File: config.mk
export PLATFORM = sky130hd
export DESIGN_NAME = controlDecoder
export DESIGN_NICKNAME = d
export VERILOG_FILES = /design/src/isaPkg.sv /design/src/pipePkg.sv /design/src/controlDecoder.sv
export VERILOG_INCLUDE_DIRS = /design/src
export SDC_FILE = /design/constraint.sdc
export NUM_CORES = 1
export LEC_CHECK = 0
export BUFFER_PORTS_ARGS = -buffer_cell sky130_fd_sc_hd__buf_2
export CORE_MARGIN = 2
export CORE_UTILIZATION = 36
export DETAILED_ROUTE_END_ITERATION = 12
export GPL_ROUTABILITY_DRIVEN = 0
export GPL_TIMING_DRIVEN = 0
export PLACE_DENSITY_LB_ADDON = 0.1
export SETUP_SLACK_MARGIN = 0.1
export SYNTH_ARGS = -nofsm -noshare
export SYNTH_HDL_FRONTEND = slang
export SYNTH_SLANG_ARGS = --single-unit
export TNS_END_PERCENT = 1
File: constraint.sdc
create_clock -name vclk -period 4
set_input_delay 1 -clock vclk [all_inputs]
set_output_delay 1 -clock vclk [all_outputs]
set_load 0.02 [all_outputs]
File: src/core_config.svh
`ifndef CORE_CONFIG_SVH
`define CORE_CONFIG_SVH

`define CORE_XLEN       32              // Data and address width.
`define CORE_RESET_PC   32'h0000_0000   // First fetch address.
`define CORE_NOP_INSTR  32'h0000_0013   // addi x0, x0, 0.

`endif

File: src/isaPkg.sv
package isaPkg;

    // Major opcodes of the supported subset.
    typedef enum logic [6:0] {
        OP_LOAD    = 7'b0000011,
        OP_CUSTOM0 = 7'b0001011,
        OP_IMM     = 7'b0010011,
        OP_STORE   = 7'b0100011,
        OP_REG     = 7'b0110011,
        OP_BRANCH  = 7'b1100011,
        OP_JAL     = 7'b1101111
    } opcodeT;

    typedef enum logic [2:0] {
        BR_EQ = 3'b000,
        BR_NE = 3'b001,
        BR_LT = 3'b100,
        BR_GE = 3'b101
    } branchFunctT;

    // funct3 of the neuron operations on custom-0.
    typedef enum logic [2:0] {
        NR_SETTH = 3'b000,
        NR_ACCUM = 3'b001,
        NR_FIRE  = 3'b010
    } neuronFunctT;

endpackage

File: src/pipePkg.sv
package pipePkg;

    typedef enum logic [2:0] {
        ALU_ADD = 3'd0,     // Also the NOP operation.
        ALU_SUB = 3'd1,
        ALU_AND = 3'd2,
        ALU_OR  = 3'd3,
        ALU_XOR = 3'd4,
        ALU_SLT = 3'd5,
        ALU_SLL = 3'd6,
        ALU_SRL = 3'd7
    } aluFuncT;

    // Source of the execute-stage result.
    typedef enum logic [1:0] {
        PATH_ALU      = 2'd0,
        PATH_LINK     = 2'd1,
        PATH_MEMBRANE = 2'd2,
        PATH_FIRE     = 2'd3
    } exPathT;

endpackage

File: src/controlDecoder.sv
`timescale 1ns/1ps
`include "core_config.svh"

module controlDecoder
    import isaPkg::*;
    import pipePkg::*;
(
    input  logic [31:0]           instrD,
    input  logic                  validD,
    output logic                  regWriteExD,
    output logic                  regWriteWbD,
    output logic                  opBSrcD,
    output logic                  memWriteD,
    output logic                  enThresholdD,
    output logic                  msWriteD,
    output logic                  atWriteD,
    output logic                  branchD,
    output logic                  jumpD,
    output exPathT                exPathD,
    output aluFuncT               aluFuncD,
    output logic [2:0]            funct3D,
    output logic [`CORE_XLEN-1:0] immD,
    output logic [4:0]            rs1,
    output logic [4:0]            rs2,
    output logic [4:0]            rd
);

    opcodeT                opcode;
    logic [2:0]            funct3;
    logic [6:0]            funct7;
    logic                  rdNonZero;
    aluFuncT               aluSel;
    logic                  aluOk;
    logic [`CORE_XLEN-1:0] immI, immS, immB, immJ;

    assign opcode    = opcodeT'(instrD[6:0]);
    assign funct3    = instrD[14:12];
    assign funct7    = instrD[31:25];
    assign rs1       = instrD[19:15];
    assign rs2       = instrD[24:20];
    assign rd        = instrD[11:7];
    assign rdNonZero = (rd != 5'd0);

    assign immI = {{(`CORE_XLEN-12){instrD[31]}}, instrD[31:20]};
    assign immS = {{(`CORE_XLEN-12){instrD[31]}}, instrD[31:25], instrD[11:7]};
    assign immB = {{(`CORE_XLEN-13){instrD[31]}}, instrD[31], instrD[7],
                   instrD[30:25], instrD[11:8], 1'b0};
    assign immJ = {{(`CORE_XLEN-21){instrD[31]}}, instrD[31], instrD[19:12],
                   instrD[20], instrD[30:21], 1'b0};

    // ALU operation shared by the register and immediate forms.
    always_comb begin
        aluOk  = 1'b1;
        aluSel = ALU_ADD;
        case (funct3)
            3'b000:  aluSel = (opcode == OP_REG && funct7[5]) ? ALU_SUB : ALU_ADD;
            3'b001:  aluSel = ALU_SLL;
            3'b010:  aluSel = ALU_SLT;
            3'b100:  aluSel = ALU_XOR;
            3'b101:  aluSel = ALU_SRL;
            3'b110:  aluSel = ALU_OR;
            3'b111:  aluSel = ALU_AND;
            default: aluOk  = 1'b0;             // sltu and sltiu are not supported.
        endcase
        if (opcode == OP_REG)
            aluOk = aluOk && (funct7 == 7'd0 || (funct3 == 3'b000 && funct7 == 7'b0100000));
        else if (funct3 == 3'b001 || funct3 == 3'b101)
            aluOk = aluOk && (funct7 == 7'd0);  // No arithmetic shift.
    end

    always_comb begin
        regWriteExD  = 1'b0;
        regWriteWbD  = 1'b0;
        opBSrcD      = 1'b1;
        memWriteD    = 1'b0;
        enThresholdD = 1'b0;
        msWriteD     = 1'b0;
        atWriteD     = 1'b0;
        branchD      = 1'b0;
        jumpD        = 1'b0;
        exPathD      = PATH_ALU;
        aluFuncD     = ALU_ADD;
        funct3D      = 3'b000;
        immD         = '0;
        if (validD) begin
            case (opcode)
                OP_REG: if (aluOk) begin
                    regWriteExD = rdNonZero;
                    opBSrcD     = 1'b0;
                    aluFuncD    = aluSel;
                end
                OP_IMM: if (aluOk) begin
                    regWriteExD = rdNonZero;
                    aluFuncD    = aluSel;
                    immD        = immI;
                end
                OP_LOAD: if (funct3 == 3'b010) begin
                    regWriteWbD = rdNonZero;    // Result is the load address.
                    immD        = immI;
                end
                OP_STORE: if (funct3 == 3'b010) begin
                    memWriteD = 1'b1;
                    immD      = immS;
                end
                OP_BRANCH: if (funct3 inside {BR_EQ, BR_NE, BR_LT, BR_GE}) begin
                    branchD = 1'b1;
                    opBSrcD = 1'b0;
                    funct3D = funct3;
                    immD    = immB;
                end
                OP_JAL: begin
                    regWriteExD = rdNonZero;
                    jumpD       = 1'b1;
                    exPathD     = PATH_LINK;
                    immD        = immJ;
                end
                OP_CUSTOM0: begin
                    case (neuronFunctT'(funct3))
                        NR_SETTH: atWriteD = 1'b1;  // Returns rs1 through the ALU.
                        NR_ACCUM: begin
                            msWriteD = 1'b1;
                            exPathD  = PATH_MEMBRANE;
                        end
                        NR_FIRE: begin
                            enThresholdD = 1'b1;
                            exPathD      = PATH_FIRE;
                        end
                        default: ;
                    endcase
                    regWriteExD = rdNonZero && (funct3 inside {NR_SETTH, NR_ACCUM, NR_FIRE});
                end
                default: ;
            endcase
        end
    end

endmodule

# Word-level counts from Yosys, hierarchy flattened
# Index checks and enable logic that the tools add are counted.
[word_totals] register_bits=0 in_bits=33
[classes] n_eq_ne=14 muxes=46 n_reduce_logical=14
[op_table] op="$mux W32" count=5
[op_table] op="$pmux W32 S5" count=1
[op_table] op="$mux W1" count=28
[op_table] op="$eq A7 B6 Y1 const B" count=3
[op_table] op="$pmux W3 S7" count=1
[op_table] op="$mux W3" count=6
[op_table] op="$eq A7 B7 Y1 const B" count=2
[op_table] op="$eq A3 B3 Y1 const B" count=4
[op_table] op="$pmux W2 S2" count=2
[op_table] op="$eq A7 B2 Y1 const B" count=1
[op_table] op="$eq A7 B4 Y1 const B" count=1
[op_table] op="$eq A7 B5 Y1 const B" count=1
[op_table] op="$logic_not A7 Y1" count=1
[op_table] op="$reduce_or A7 Y1" count=1
[op_table] op="$logic_and A1 B1 Y1" count=5
[op_table] op="$reduce_bool A5 Y1" count=1
[op_table] op="$reduce_bool A4 Y1" count=1
[op_table] op="$eq A3 B1 Y1 const B" count=1
[op_table] op="$eq A3 B2 Y1 const B" count=1
[op_table] op="$logic_not A3 Y1" count=1
[op_table] op="$pmux W1 S3" count=1
[op_table] op="$reduce_bool A3 Y1" count=1
[op_table] op="$logic_or A1 B1 Y1" count=2
[op_table] op="$mux W2" count=1
[op_table] op="other kinds (2)" count=2

# Depth between registers and ports, before layout
# Gate-level depths: netlist of the first run.
[logic_depth] word_depth=9 mapped_depth=7 ltp_nobuf=5

# Least setup slack after synthesis of the first run
# Ideal clock, no wire load.
[synth_timing] kind="input to output" startpoint="in instrD[26]" endpoint="out immD[21]" arrival_ps=2873 path_slack_ps=127 stages=6 path_cell_list="or4_1 -> o41ai_2 -> a221oi_1 -> nor2_1 -> and2_1 -> buf_4"
[synth_via] elab_chain_len=8 word_cells_on_any_way=11 cone_classes="eq/ne (1); mux (5); reduce/logical (5)"
[synth_lines] item="from (decl)" line="controlDecoder.sv:8" source="input logic [31:0] instrD,"
[synth_lines] item="$eq A7 B6 Y1" line="controlDecoder.sv:66" source="aluOk = aluOk && (funct7 == 7'd0 || (funct3 == 3'b000 && funct7 == 7'b0100000));"
[synth_lines] item="$logic_and A1 B1 Y1" line="controlDecoder.sv:66"
[synth_lines] item="$logic_or A1 B1 Y1" line="controlDecoder.sv:66"
[synth_lines] item="$logic_and A1 B1 Y1" line="controlDecoder.sv:66"
[synth_lines] item="$mux W1 *" line="controlDecoder.sv:65" source="if (opcode == OP_REG)"
[synth_lines] item="$mux W32 *" line="controlDecoder.sv:92" source="OP_IMM: if (aluOk) begin"
[synth_lines] item="$pmux W32 S5 *" line="controlDecoder.sv:86" source="case (opcode)"
[synth_lines] item="$mux W32 *" line="controlDecoder.sv:85" source="if (validD) begin"
[synth_lines] item="to (decl)" line="controlDecoder.sv:22" source="output logic [`CORE_XLEN-1:0] immD,"
# Every way passes the cells marked *; elsewhere a longest branch is shown, timed or not.

# Worst setup path after layout of the first run
[layout_timing] startpoint="in instrD[3]" endpoint="out aluFuncD[1]"
[layout_via] elab_chain_len=5 word_cells_on_any_way=7 cone_classes="eq/ne (2); mux (4); reduce/logical (1)"
[layout_lines] item="$eq A7 B6 Y1" line="controlDecoder.sv:65, controlDecoder.sv:86"
[layout_lines] item="$mux W1" line="controlDecoder.sv:65"
[layout_lines] item="$mux W3" line="controlDecoder.sv:87, controlDecoder.sv:92"
[layout_lines] item="$mux W3 *"
[layout_lines] item="$mux W3 *" line="controlDecoder.sv:85"
[layout_lines] item="to (decl)" line="controlDecoder.sv:20" source="output aluFuncT aluFuncD,"
# Marks and branches as above.

==> flow_summary.json, run 1 <==
{
  "grt_overflow": 0,
  "setup_viol": 0,
  "drc_errors": 0,
  "p_leak_nw": 0.7751,
  "met3_usage_pct": 2.286,
  "initialDrtViolationCount": 26,
  "fin_nets": 266,
  "synth_top_area_share_pct": 23.72,
  "outcome": "complete, no violations",
  "rsz0062_at_grt": "yes",
  "fin_util_pct": 64.09,
  "fmax_ghz": 0.2603,
  "wl_um": 3026,
  "cap_violations": 0,
  "die_h_um": 52.72,
  "seq_area_um2": 0,
  "avgSynthCellArea_um2": 6.330,
  "sequential_cell_total": 0,
  "finalCritPeriodShare_pct": 96.03,
  "period_needed_ps": 3841,
  "busiest_layer": "met2",
  "grtUsageTotal_pct": 19.71,
  "synthesis.instances": 135,
  "ys_seq_area_share_pct": 0,
  "crit_path_start_kind": "input port",
  "ys_types": 38,
  "switchingPower_mw": 0.04492,
  "internal_power_mw": 0.03677,
  "hold_path.class": "input port to output pin",
  "cts_setup_buffers": 0,
  "drive_above_1_share_pct": 60.61,
  "routedWlPerCell_um": 11.68,
  "critPathKind": "input port to output pin",
  "swShare_pct": 54.99,
  "grtUsageMet1_pct": 24.41,
  "place_inst": 259,
  "pwr-share-clk_pct": 0,
  "io_buffers": 96,
  "dp_hpwl_um": 2392,
  "holdPathStages": 3,
  "synth.largest_area_cell": "buf_4",
  "grt_max_degree": 13,
  "start_util_pct": 38.26,
  "dr.pass1.iters": 4,
  "crit_path_end_kind": "output pin",
  "rows": 17,
  "worstMarginPinSlew_ps": 572.1,
  "n_clock_buffer": 0,
  "die_area_um2": 2779,
  "p_seq_share_pct": 0,
  "cts-hold-fix-buffers": 0,
  "cellPowerDensity_nw_per_um2": 57.07,
  "die_w_um": 52.72,
  "ir_worst_vdd_v": 0.00005812,
  "min_from": "instrD[17]",
  "antenna_found_initial": 0,
  "ant_nets": 0,
  "cp_data_arrival_time_ps": 2840,
  "whs_endpoint": "rs1[2]",
  "syn_nets": 168,
  "cp_max_fo": 6,
  "maxSlewHeadroom_pct": 61.54,
  "areaGrowthSynthToFinish_pct": 67.50,
  "yosysWarnings": 0,
  "antennaDiodeCount": 0,
  "syn_area_um2": 854.6,
  "share_comb_of_total_power_pct": 100.0,
  "synth_most_common_cell": "buf_4",
  "fillCellCount": 216,
  "core-area_um2": 2233,
  "slew_viol_final": 0,
  "ys_top_cells_by_count": "27 x buf_4, 15 x a21oi_1, 13 x nand2_1",
  "netlist_top_cells_area": "buf_4 24%, a21oi_1 8.8%, and2_1 8.1%",
  "required_ps": 3000,
  "vias": 1274,
  "final_cells": 259,
  "use_met2_pct": 36.25,
  "fin_total_pwr_mw": 0.08169,
  "hold_viol": 0,
  "grt_first_pass_wirelength_um": 4353,
  "io_pins": 97,
  "grt_pass1_vias": 1009,
  "vias_per_cell": 4.919,
  "multi_input_area_um2": 661.9
}
kinds of logic after synthesis:
logic type | share of synthesized area (%)
AOI/OAI and AO/OA | 31.19
xor gates and xnor gates | 1.025
buffers and inverters | 27.82
other | 0.4388
and+or+nand+nor | 39.53
cell usage in the layout, fill, tap and decap left out, drive strengths merged, types with 2 or more instances in the layout:
cell / n
or2: 3
or4: 2
and3: 2
nor2b: 2
inv: 3
nor3: 4
clkbuf: 5
a21oi: 16
a31oi: 2
a22oi: 2
nand2b: 3
a22o: 4
nand2: 13
buf: 124
and2: 11
o21ai: 8
nor2: 8
nor4: 2
timing repair:
item,in CTS,in global routing
resized for setup,5,11
pin swaps,0,1
endpoints found under the setup margin,12,20
power by group through the flow:
stage,registers [mW],logic [mW],clock network (mW)
final,0,0.0817,0
after global routing,0,0.0884,0
after CTS,0,0.0789,0
after detailed placement,0,0.0772,0
after global placement,0,0.0750,0
after floorplan,0,0.0422,0
stage by stage:
| stage | setup WS [ps] | cell area, µm² | TNS [ps] | hold slack (ps) |
|---|---|---|---|---|
| 5_1_grt | 53.07 | 1431 | 0 | 2333 |
| 6_report | 159.0 | 1431 | 0 | 2317 |
| 2_1_floorplan | 126.6 | 854.6 | 0 | 2113 |
| 3_5_place_dp | -177.9 | 1370 | -2024 | 2320 |
| 3_3_place_gp | -116.0 | 1370 | -1303 | 2317 |
| 4_1_cts | 129.5 | 1388 | 0 | 2320 |
routing by layer:
layer / part of all wire, % / vias to the layer above / wire [µm]
li1: - / 644 / -
met1: 40 / 566 / 1207
met2: 50 / 62 / 1526
met3: 9.2 / 2 / 277
met4: 0.46 / 0 / 14
met5: 0 / - / 0
layout make-up:
type,instances,share of cell area (%)
Multi-Input combinational cell,99,46.24
Timing Repair Buffer,96,34.62
Buffer,33,15.91
Tap cell,28,2.448
Inverter,3,0.7867
worst max path at each step:
stage,slack [ps],depth (start not counted),from,to
2_1_floorplan,130,6,instrD[26],immD[21]
3_3_place_gp,-120,8,instrD[26],immD[26]
3_5_place_dp,-180,8,instrD[26],immD[25]
4_1_cts,130,8,instrD[26],immD[25]
5_1_grt,50,8,instrD[26],immD[27]
6_report,160,7,instrD[3],aluFuncD[1]
worst max-delay path, cell delays in order:
cell and delay (ps):
buf_2 100, nand4bb_1 370, nor4b_1 560, and4_1 310
o21ai_0 150, a21oi_1 160, buf_2 180
(Power assumes the default switching activity.)
==> run 2: changes to the inputs <==
--- a/config.mk
+++ b/config.mk
@@ -12,6 +12,7 @@
 export DETAILED_ROUTE_END_ITERATION = 12
 export GPL_ROUTABILITY_DRIVEN = 0
 export GPL_TIMING_DRIVEN = 0
+export MAX_ROUTING_LAYER = met4
 export PLACE_DENSITY_LB_ADDON = 0.1
 export SETUP_SLACK_MARGIN = 0.1
 export SYNTH_ARGS = -nofsm -noshare
==> constraint.sdc (replaced) <==
create_clock -name vclk -period 3.9
set_input_delay 0.975 -clock vclk [all_inputs]
set_output_delay 0.975 -clock vclk [all_outputs]
set_load 0.02 [all_outputs]
==> flow_summary.json, run 2 (synthesis gave the netlist of run 1 again) <==
{
  "outcome": "complete, no violations",
  "rsz0062_at_grt": "yes",
  "core-area_um2": 2233,
  "hold_path.class": "input port to output pin",
  "grt_max_degree": 13,
  "required_ps": 2920,
  "drive_above_1_share_pct": 59.48,
  "seq_area_um2": 0,
  "post-route-worst-setup-slack_ps": 132.2,
  "ir_worst_vdd_v": 0.00005328,
  "crit_path_start_kind": "input port",
  "vias_per_cell": 4.869,
  "drc_errors": 0,
  "final_cells": 260,
  "dp_worst_setup_slack_ps": -124.1,
  "routedWlPerCell_um": 10.82,
  "cp_data_arrival_time_ps": 2790,
  "fin_nets": 267,
  "initialDrtViolationCount": 13,
  "io_pins": 97,
  "layout_commonest_cell": "buf_2",
  "crit_top_cell": "buf_2",
  "grt_first_pass_wirelength_um": 4347,
  "dr.pass1.iters": 4,
  "start_util_pct": 38.26,
  "n_clock_buffer": 0,
  "crit_chain": "buf_2, nand4bb_1, nor4_1, o21ba_2, a22o_1, buf_2",
  "place_inst": 259,
  "finalCritPeriodShare_pct": 96.61,
  "crit_path_end_kind": "output pin",
  "cp_max_fo": 6,
  "grtUsageTotal_pct": 19.72,
  "critPathMaxStageDelay_ps": 780,
  "fmax_ghz": 0.2654,
  "vias": 1266,
  "hold_viol": 0,
  "antennaDiodeCount": 0,
  "areaGrowthSynthToFinish_pct": 63.25,
  "grt_overflow": 0,
  "sequential_cell_total": 0,
  "cap_violations": 0,
  "antenna_found_initial": 0,
  "p_leak_nw": 0.7777,
  "setup_viol": 0,
  "die_h_um": 52.72,
  "wl_um": 2814,
  "worstMarginPinSlew_ps": 932.5,
  "critPathSlowestCell": "nor4_1",
  "critPathKind": "input port to output pin",
  "rows": 17,
  "period_needed_ps": 3768,
  "slew_viol_final": 0,
  "fin_total_pwr_mw": 0.08061,
  "die_w_um": 52.72,
  "dp_hpwl_um": 2401,
  "cellPowerDensity_nw_per_um2": 57.78,
  "grt_pass1_vias": 1048,
  "io_buffers": 96,
  "ant_nets": 0,
  "layout_common_cells": "97 x buf_2, 28 x buf_4, 15 x a21oi_1, 13 x nand2_1, 10 x and2_1",
  "die_area_um2": 2779,
  "maxSlewHeadroom_pct": 37.26
}
[run 2: routing by layer]
layer	routed length (µm)	GRT usage (%)	up-vias
met4	0	0	0
met3	259	0.2857	0
met2	1405	36.88	59
met5	0	-	-
met1	1149	25.08	560
li1	-	-	647
[run 2: worst max-delay path: cells and delay by family]
family | cells | cell delay (ps)
buf+inv | 2 | 270
simple gates | 2 | 1090
compound gates | 2 | 460
[run 2: final cells by class]
type | instances | area (µm²)
fill | 220 | 838.3
multi-input combinational | 99 | 633.1
timing repair buffer | 97 | 488.0
buffer | 33 | 227.7
tap | 28 | 35.03
inverter | 3 | 11.26
[run 2: final timing paths]
kind,from,to,slack (ps),cells after the start
max,instrD[2],immD[3],130,6
min,instrD[17],rs1[2],2270,3
[run 2: report_power, final]
group	switching (mW)	total [mW]	internal (mW)
Combinational	0.0435	0.0806	0.0371
Clock	0	0	0
Sequential	0	0	0
Total	0.0435	0.0806	0.0371
[run 2: repair_timing]
action,in CTS,in global routing
setup buffers,1,0
hold buffers,0,0
pin swaps,1,0
endpoints found under the setup margin,12,31
gates resized for setup,3,2
cloned,0,0
[run 2: metrics by stage]
step	util (%)	cell area [µm²]	hold slack (ps)	setup TNS, ps
final	62.47	1395	2266	0
after global routing	62.47	1395	2281	-88.99
after global placement	61.40	1371	2267	-637.3
after floorplan	-	855.8	2063	0
after detailed placement	61.40	1371	2268	-1355
after CTS	62.41	1394	2268	0
==> run 3: changes to the inputs <==
--- a/config.mk
+++ b/config.mk
@@ -6,10 +6,11 @@
 export SDC_FILE = /design/constraint.sdc
 export NUM_CORES = 1
 export LEC_CHECK = 0
-export BUFFER_PORTS_ARGS = -buffer_cell sky130_fd_sc_hd__buf_2
+export ABC_AREA = 1
 export CORE_MARGIN = 2
-export CORE_UTILIZATION = 36
+export CORE_UTILIZATION = 65
 export DETAILED_ROUTE_END_ITERATION = 12
+export DONT_BUFFER_PORTS = 1
 export GPL_ROUTABILITY_DRIVEN = 0
 export GPL_TIMING_DRIVEN = 0
 export MAX_ROUTING_LAYER = met4
==> flow_summary.json, run 3 <==
{
  "die_w_um": 45.99,
  "seq_area_um2": 0,
  "drive_above_1_share_pct": 20.63,
  "crit_top_cell": "nand2_1",
  "synth_top_family_by_area": "simple AND/OR/NAND/NOR gates",
  "grt_pass1_vias": 1122,
  "ir_worst_vdd_v": 0.00004264,
  "fmax_ghz": 0.2882,
  "sequential_cell_total": 0,
  "die_area_um2": 2115,
  "areaGrowthSynthToFinish_pct": 2.511,
  "ant_nets": 0,
  "layout_common_cells": "50 x nor2_1, 37 x nand2_1, 27 x buf_4, 23 x nand3_1, 22 x inv_1",
  "grt_overflow": 0,
  "critPathTopFamily": "simple AND/OR/NAND/NOR gates",
  "whs_endpoint": "regWriteWbD",
  "n_clock_buffer": 0,
  "worstMarginPinSlew_ps": 667.1,
  "cts_setup_buffers": 0,
  "synthXorXnorAreaFrac_pct": 0,
  "required_ps": 2920,
  "grt_max_degree": 13,
  "core-area_um2": 1689,
  "antennaDiodeCount": 0,
  "synth_fa_ha_area_share_pct": 0,
  "ys_top_cells_by_count": "51 x nor2_1, 37 x nand2_1, 27 x buf_4",
  "layout_commonest_cell": "nor2_1",
  "crit_path_start_kind": "input port",
  "fin_nets": 258,
  "synth_compound_area_share_pct": 13.97,
  "critPathKind": "input port to output pin",
  "crit_buf_inv": 2,
  "vias": 1416,
  "hold_path.class": "input port to output pin",
  "syn_area_um2": 1146,
  "yosysWarnings": 0,
  "critPathMaxStageDelay_ps": 300,
  "synth_mux_area_share_pct": 0,
  "wl_um": 3163,
  "initialDrtViolationCount": 51,
  "synth-simple-area-share_pct": 58.30,
  "io_pins": 97,
  "synth_most_common_cell": "nor2_1",
  "fin_total_pwr_mw": 0.06935,
  "cp_max_fo": 12,
  "cp_data_arrival_time_ps": 2490,
  "start_util_pct": 67.85,
  "p_leak_nw": 0.5835,
  "hold_viol": 0,
  "setup-tns-final_ps": 0,
  "dp_hpwl_um": 2615,
  "drc_errors": 0,
  "critPathSlowestCell": "nor2_4",
  "setup_viol": 0,
  "synthesis.instances": 223,
  "grt_first_pass_wirelength_um": 4581,
  "outcome": "complete, no violations",
  "cts-hold-fix-buffers": 0,
  "finalCritPeriodShare_pct": 88.97,
  "min_from": "instrD[5]",
  "grtUsageTotal_pct": 28.84,
  "vias_per_cell": 5.900,
  "netlist_top_cells_area": "buf_4 18%, nor2_1 17%, nand2_1 12%",
  "die_h_um": 45.99,
  "routedWlPerCell_um": 13.18,
  "rsz0062_at_grt": "no",
  "maxSlewHeadroom_pct": 55.18,
  "cellPowerDensity_nw_per_um2": 59.03,
  "ys_types": 28,
  "antenna_found_initial": 0,
  "period_needed_ps": 3470,
  "io_buffers": 0,
  "synth.largest_area_cell": "buf_4",
  "ys_seq_area_share_pct": 0,
  "dr.pass1.iters": 4,
  "holdPathStages": 1,
  "rows": 15,
  "crit_chain": "clkinv_1, nand2_1, nor2_2, nand3_2, nand2_1, nor2_1, nand2_2, nand2_1, nor2_4, buf_4",
  "cap_violations": 0,
  "slew_viol_final": 0,
  "syn_nets": 256,
  "avgSynthCellArea_um2": 5.139,
  "synth_top_area_share_pct": 17.69,
  "crit_path_end_kind": "output pin"
}
==> run 3: cell count changes after synthesis, sizes merged, moves of 6 or more <==
| cell | before | now |
|---|---|---|
| nand2 | 13 | 40 |
| and2 | 11 | 1 |
| nand3 | 1 | 28 |
| nor2 | 8 | 55 |
| inv | 3 | 24 |
| nand4 | 0 | 6 |
==> run 3: worst max-delay path by stage <==
stage	cells past startpoint	slack, ps	to	start
floorplan	11	270	immD[21]	instrD[1]
global placement	10	70	immD[21]	instrD[14]
detailed placement	11	-30	immD[29]	instrD[1]
CTS	11	250	immD[29]	instrD[1]
global route	10	260	immD[31]	instrD[14]
finish	10	430	immD[29]	instrD[14]
==> run 3: area by class of cell <==
class,instances,area [µm²]
Multi-Input combinational cell,167,839.6
Fill cell,172,514.2
Buffer,31,220.2
Inverter,25,93.84
Tap cell,17,21.27
==> run 3: per-stage QoR <==
| step | area [µm²] | worst slack, ps | hold slack (ps) | instances | util, % |
|---|---|---|---|---|---|
| floorplan | 1146 | 266.1 | 2039 | 223 | - |
| global placement | 1167 | 65.69 | 2043 | 240 | 69.11 |
| detailed placement | 1167 | -29.08 | 2042 | 240 | 69.11 |
| CTS | 1170 | 251.1 | 2042 | 240 | 69.26 |
| global route | 1175 | 259.6 | 2044 | 240 | 69.56 |
| finish | 1175 | 430.2 | 2042 | 240 | 69.56 |
==> run 3: layer usage <==
metal / up-vias / wire [µm] / global-route usage (%)
li1: 695 / - / -
met1: 648 / 1209 / 36.74
met2: 71 / 1674 / 50.83
met3: 2 / 266 / 0.7937
met4: 0 / 12 / 4.571
met5: - / 0 / -
==> run 3: cells by family after synthesis <==
kind of cell / Yosys count
buf+inv: 56
compound gates: 28
other cells: 1
simple gates: 138
==> run 3: power breakdown <==
| group | internal [mW] | switching, mW |
|---|---|---|
| Combinational | 0.0223 | 0.0470 |
| Sequential | 0 | 0 |
| Clock | 0 | 0 |
| Total | 0.0223 | 0.0470 |
==> run 3: repair_timing <==
action | 4_1_cts | 5_1_grt
cloned | 0 | 0
pin swaps | 0 | 0
endpoints found under the setup margin | 11 | 11
gates resized for setup | 1 | 1
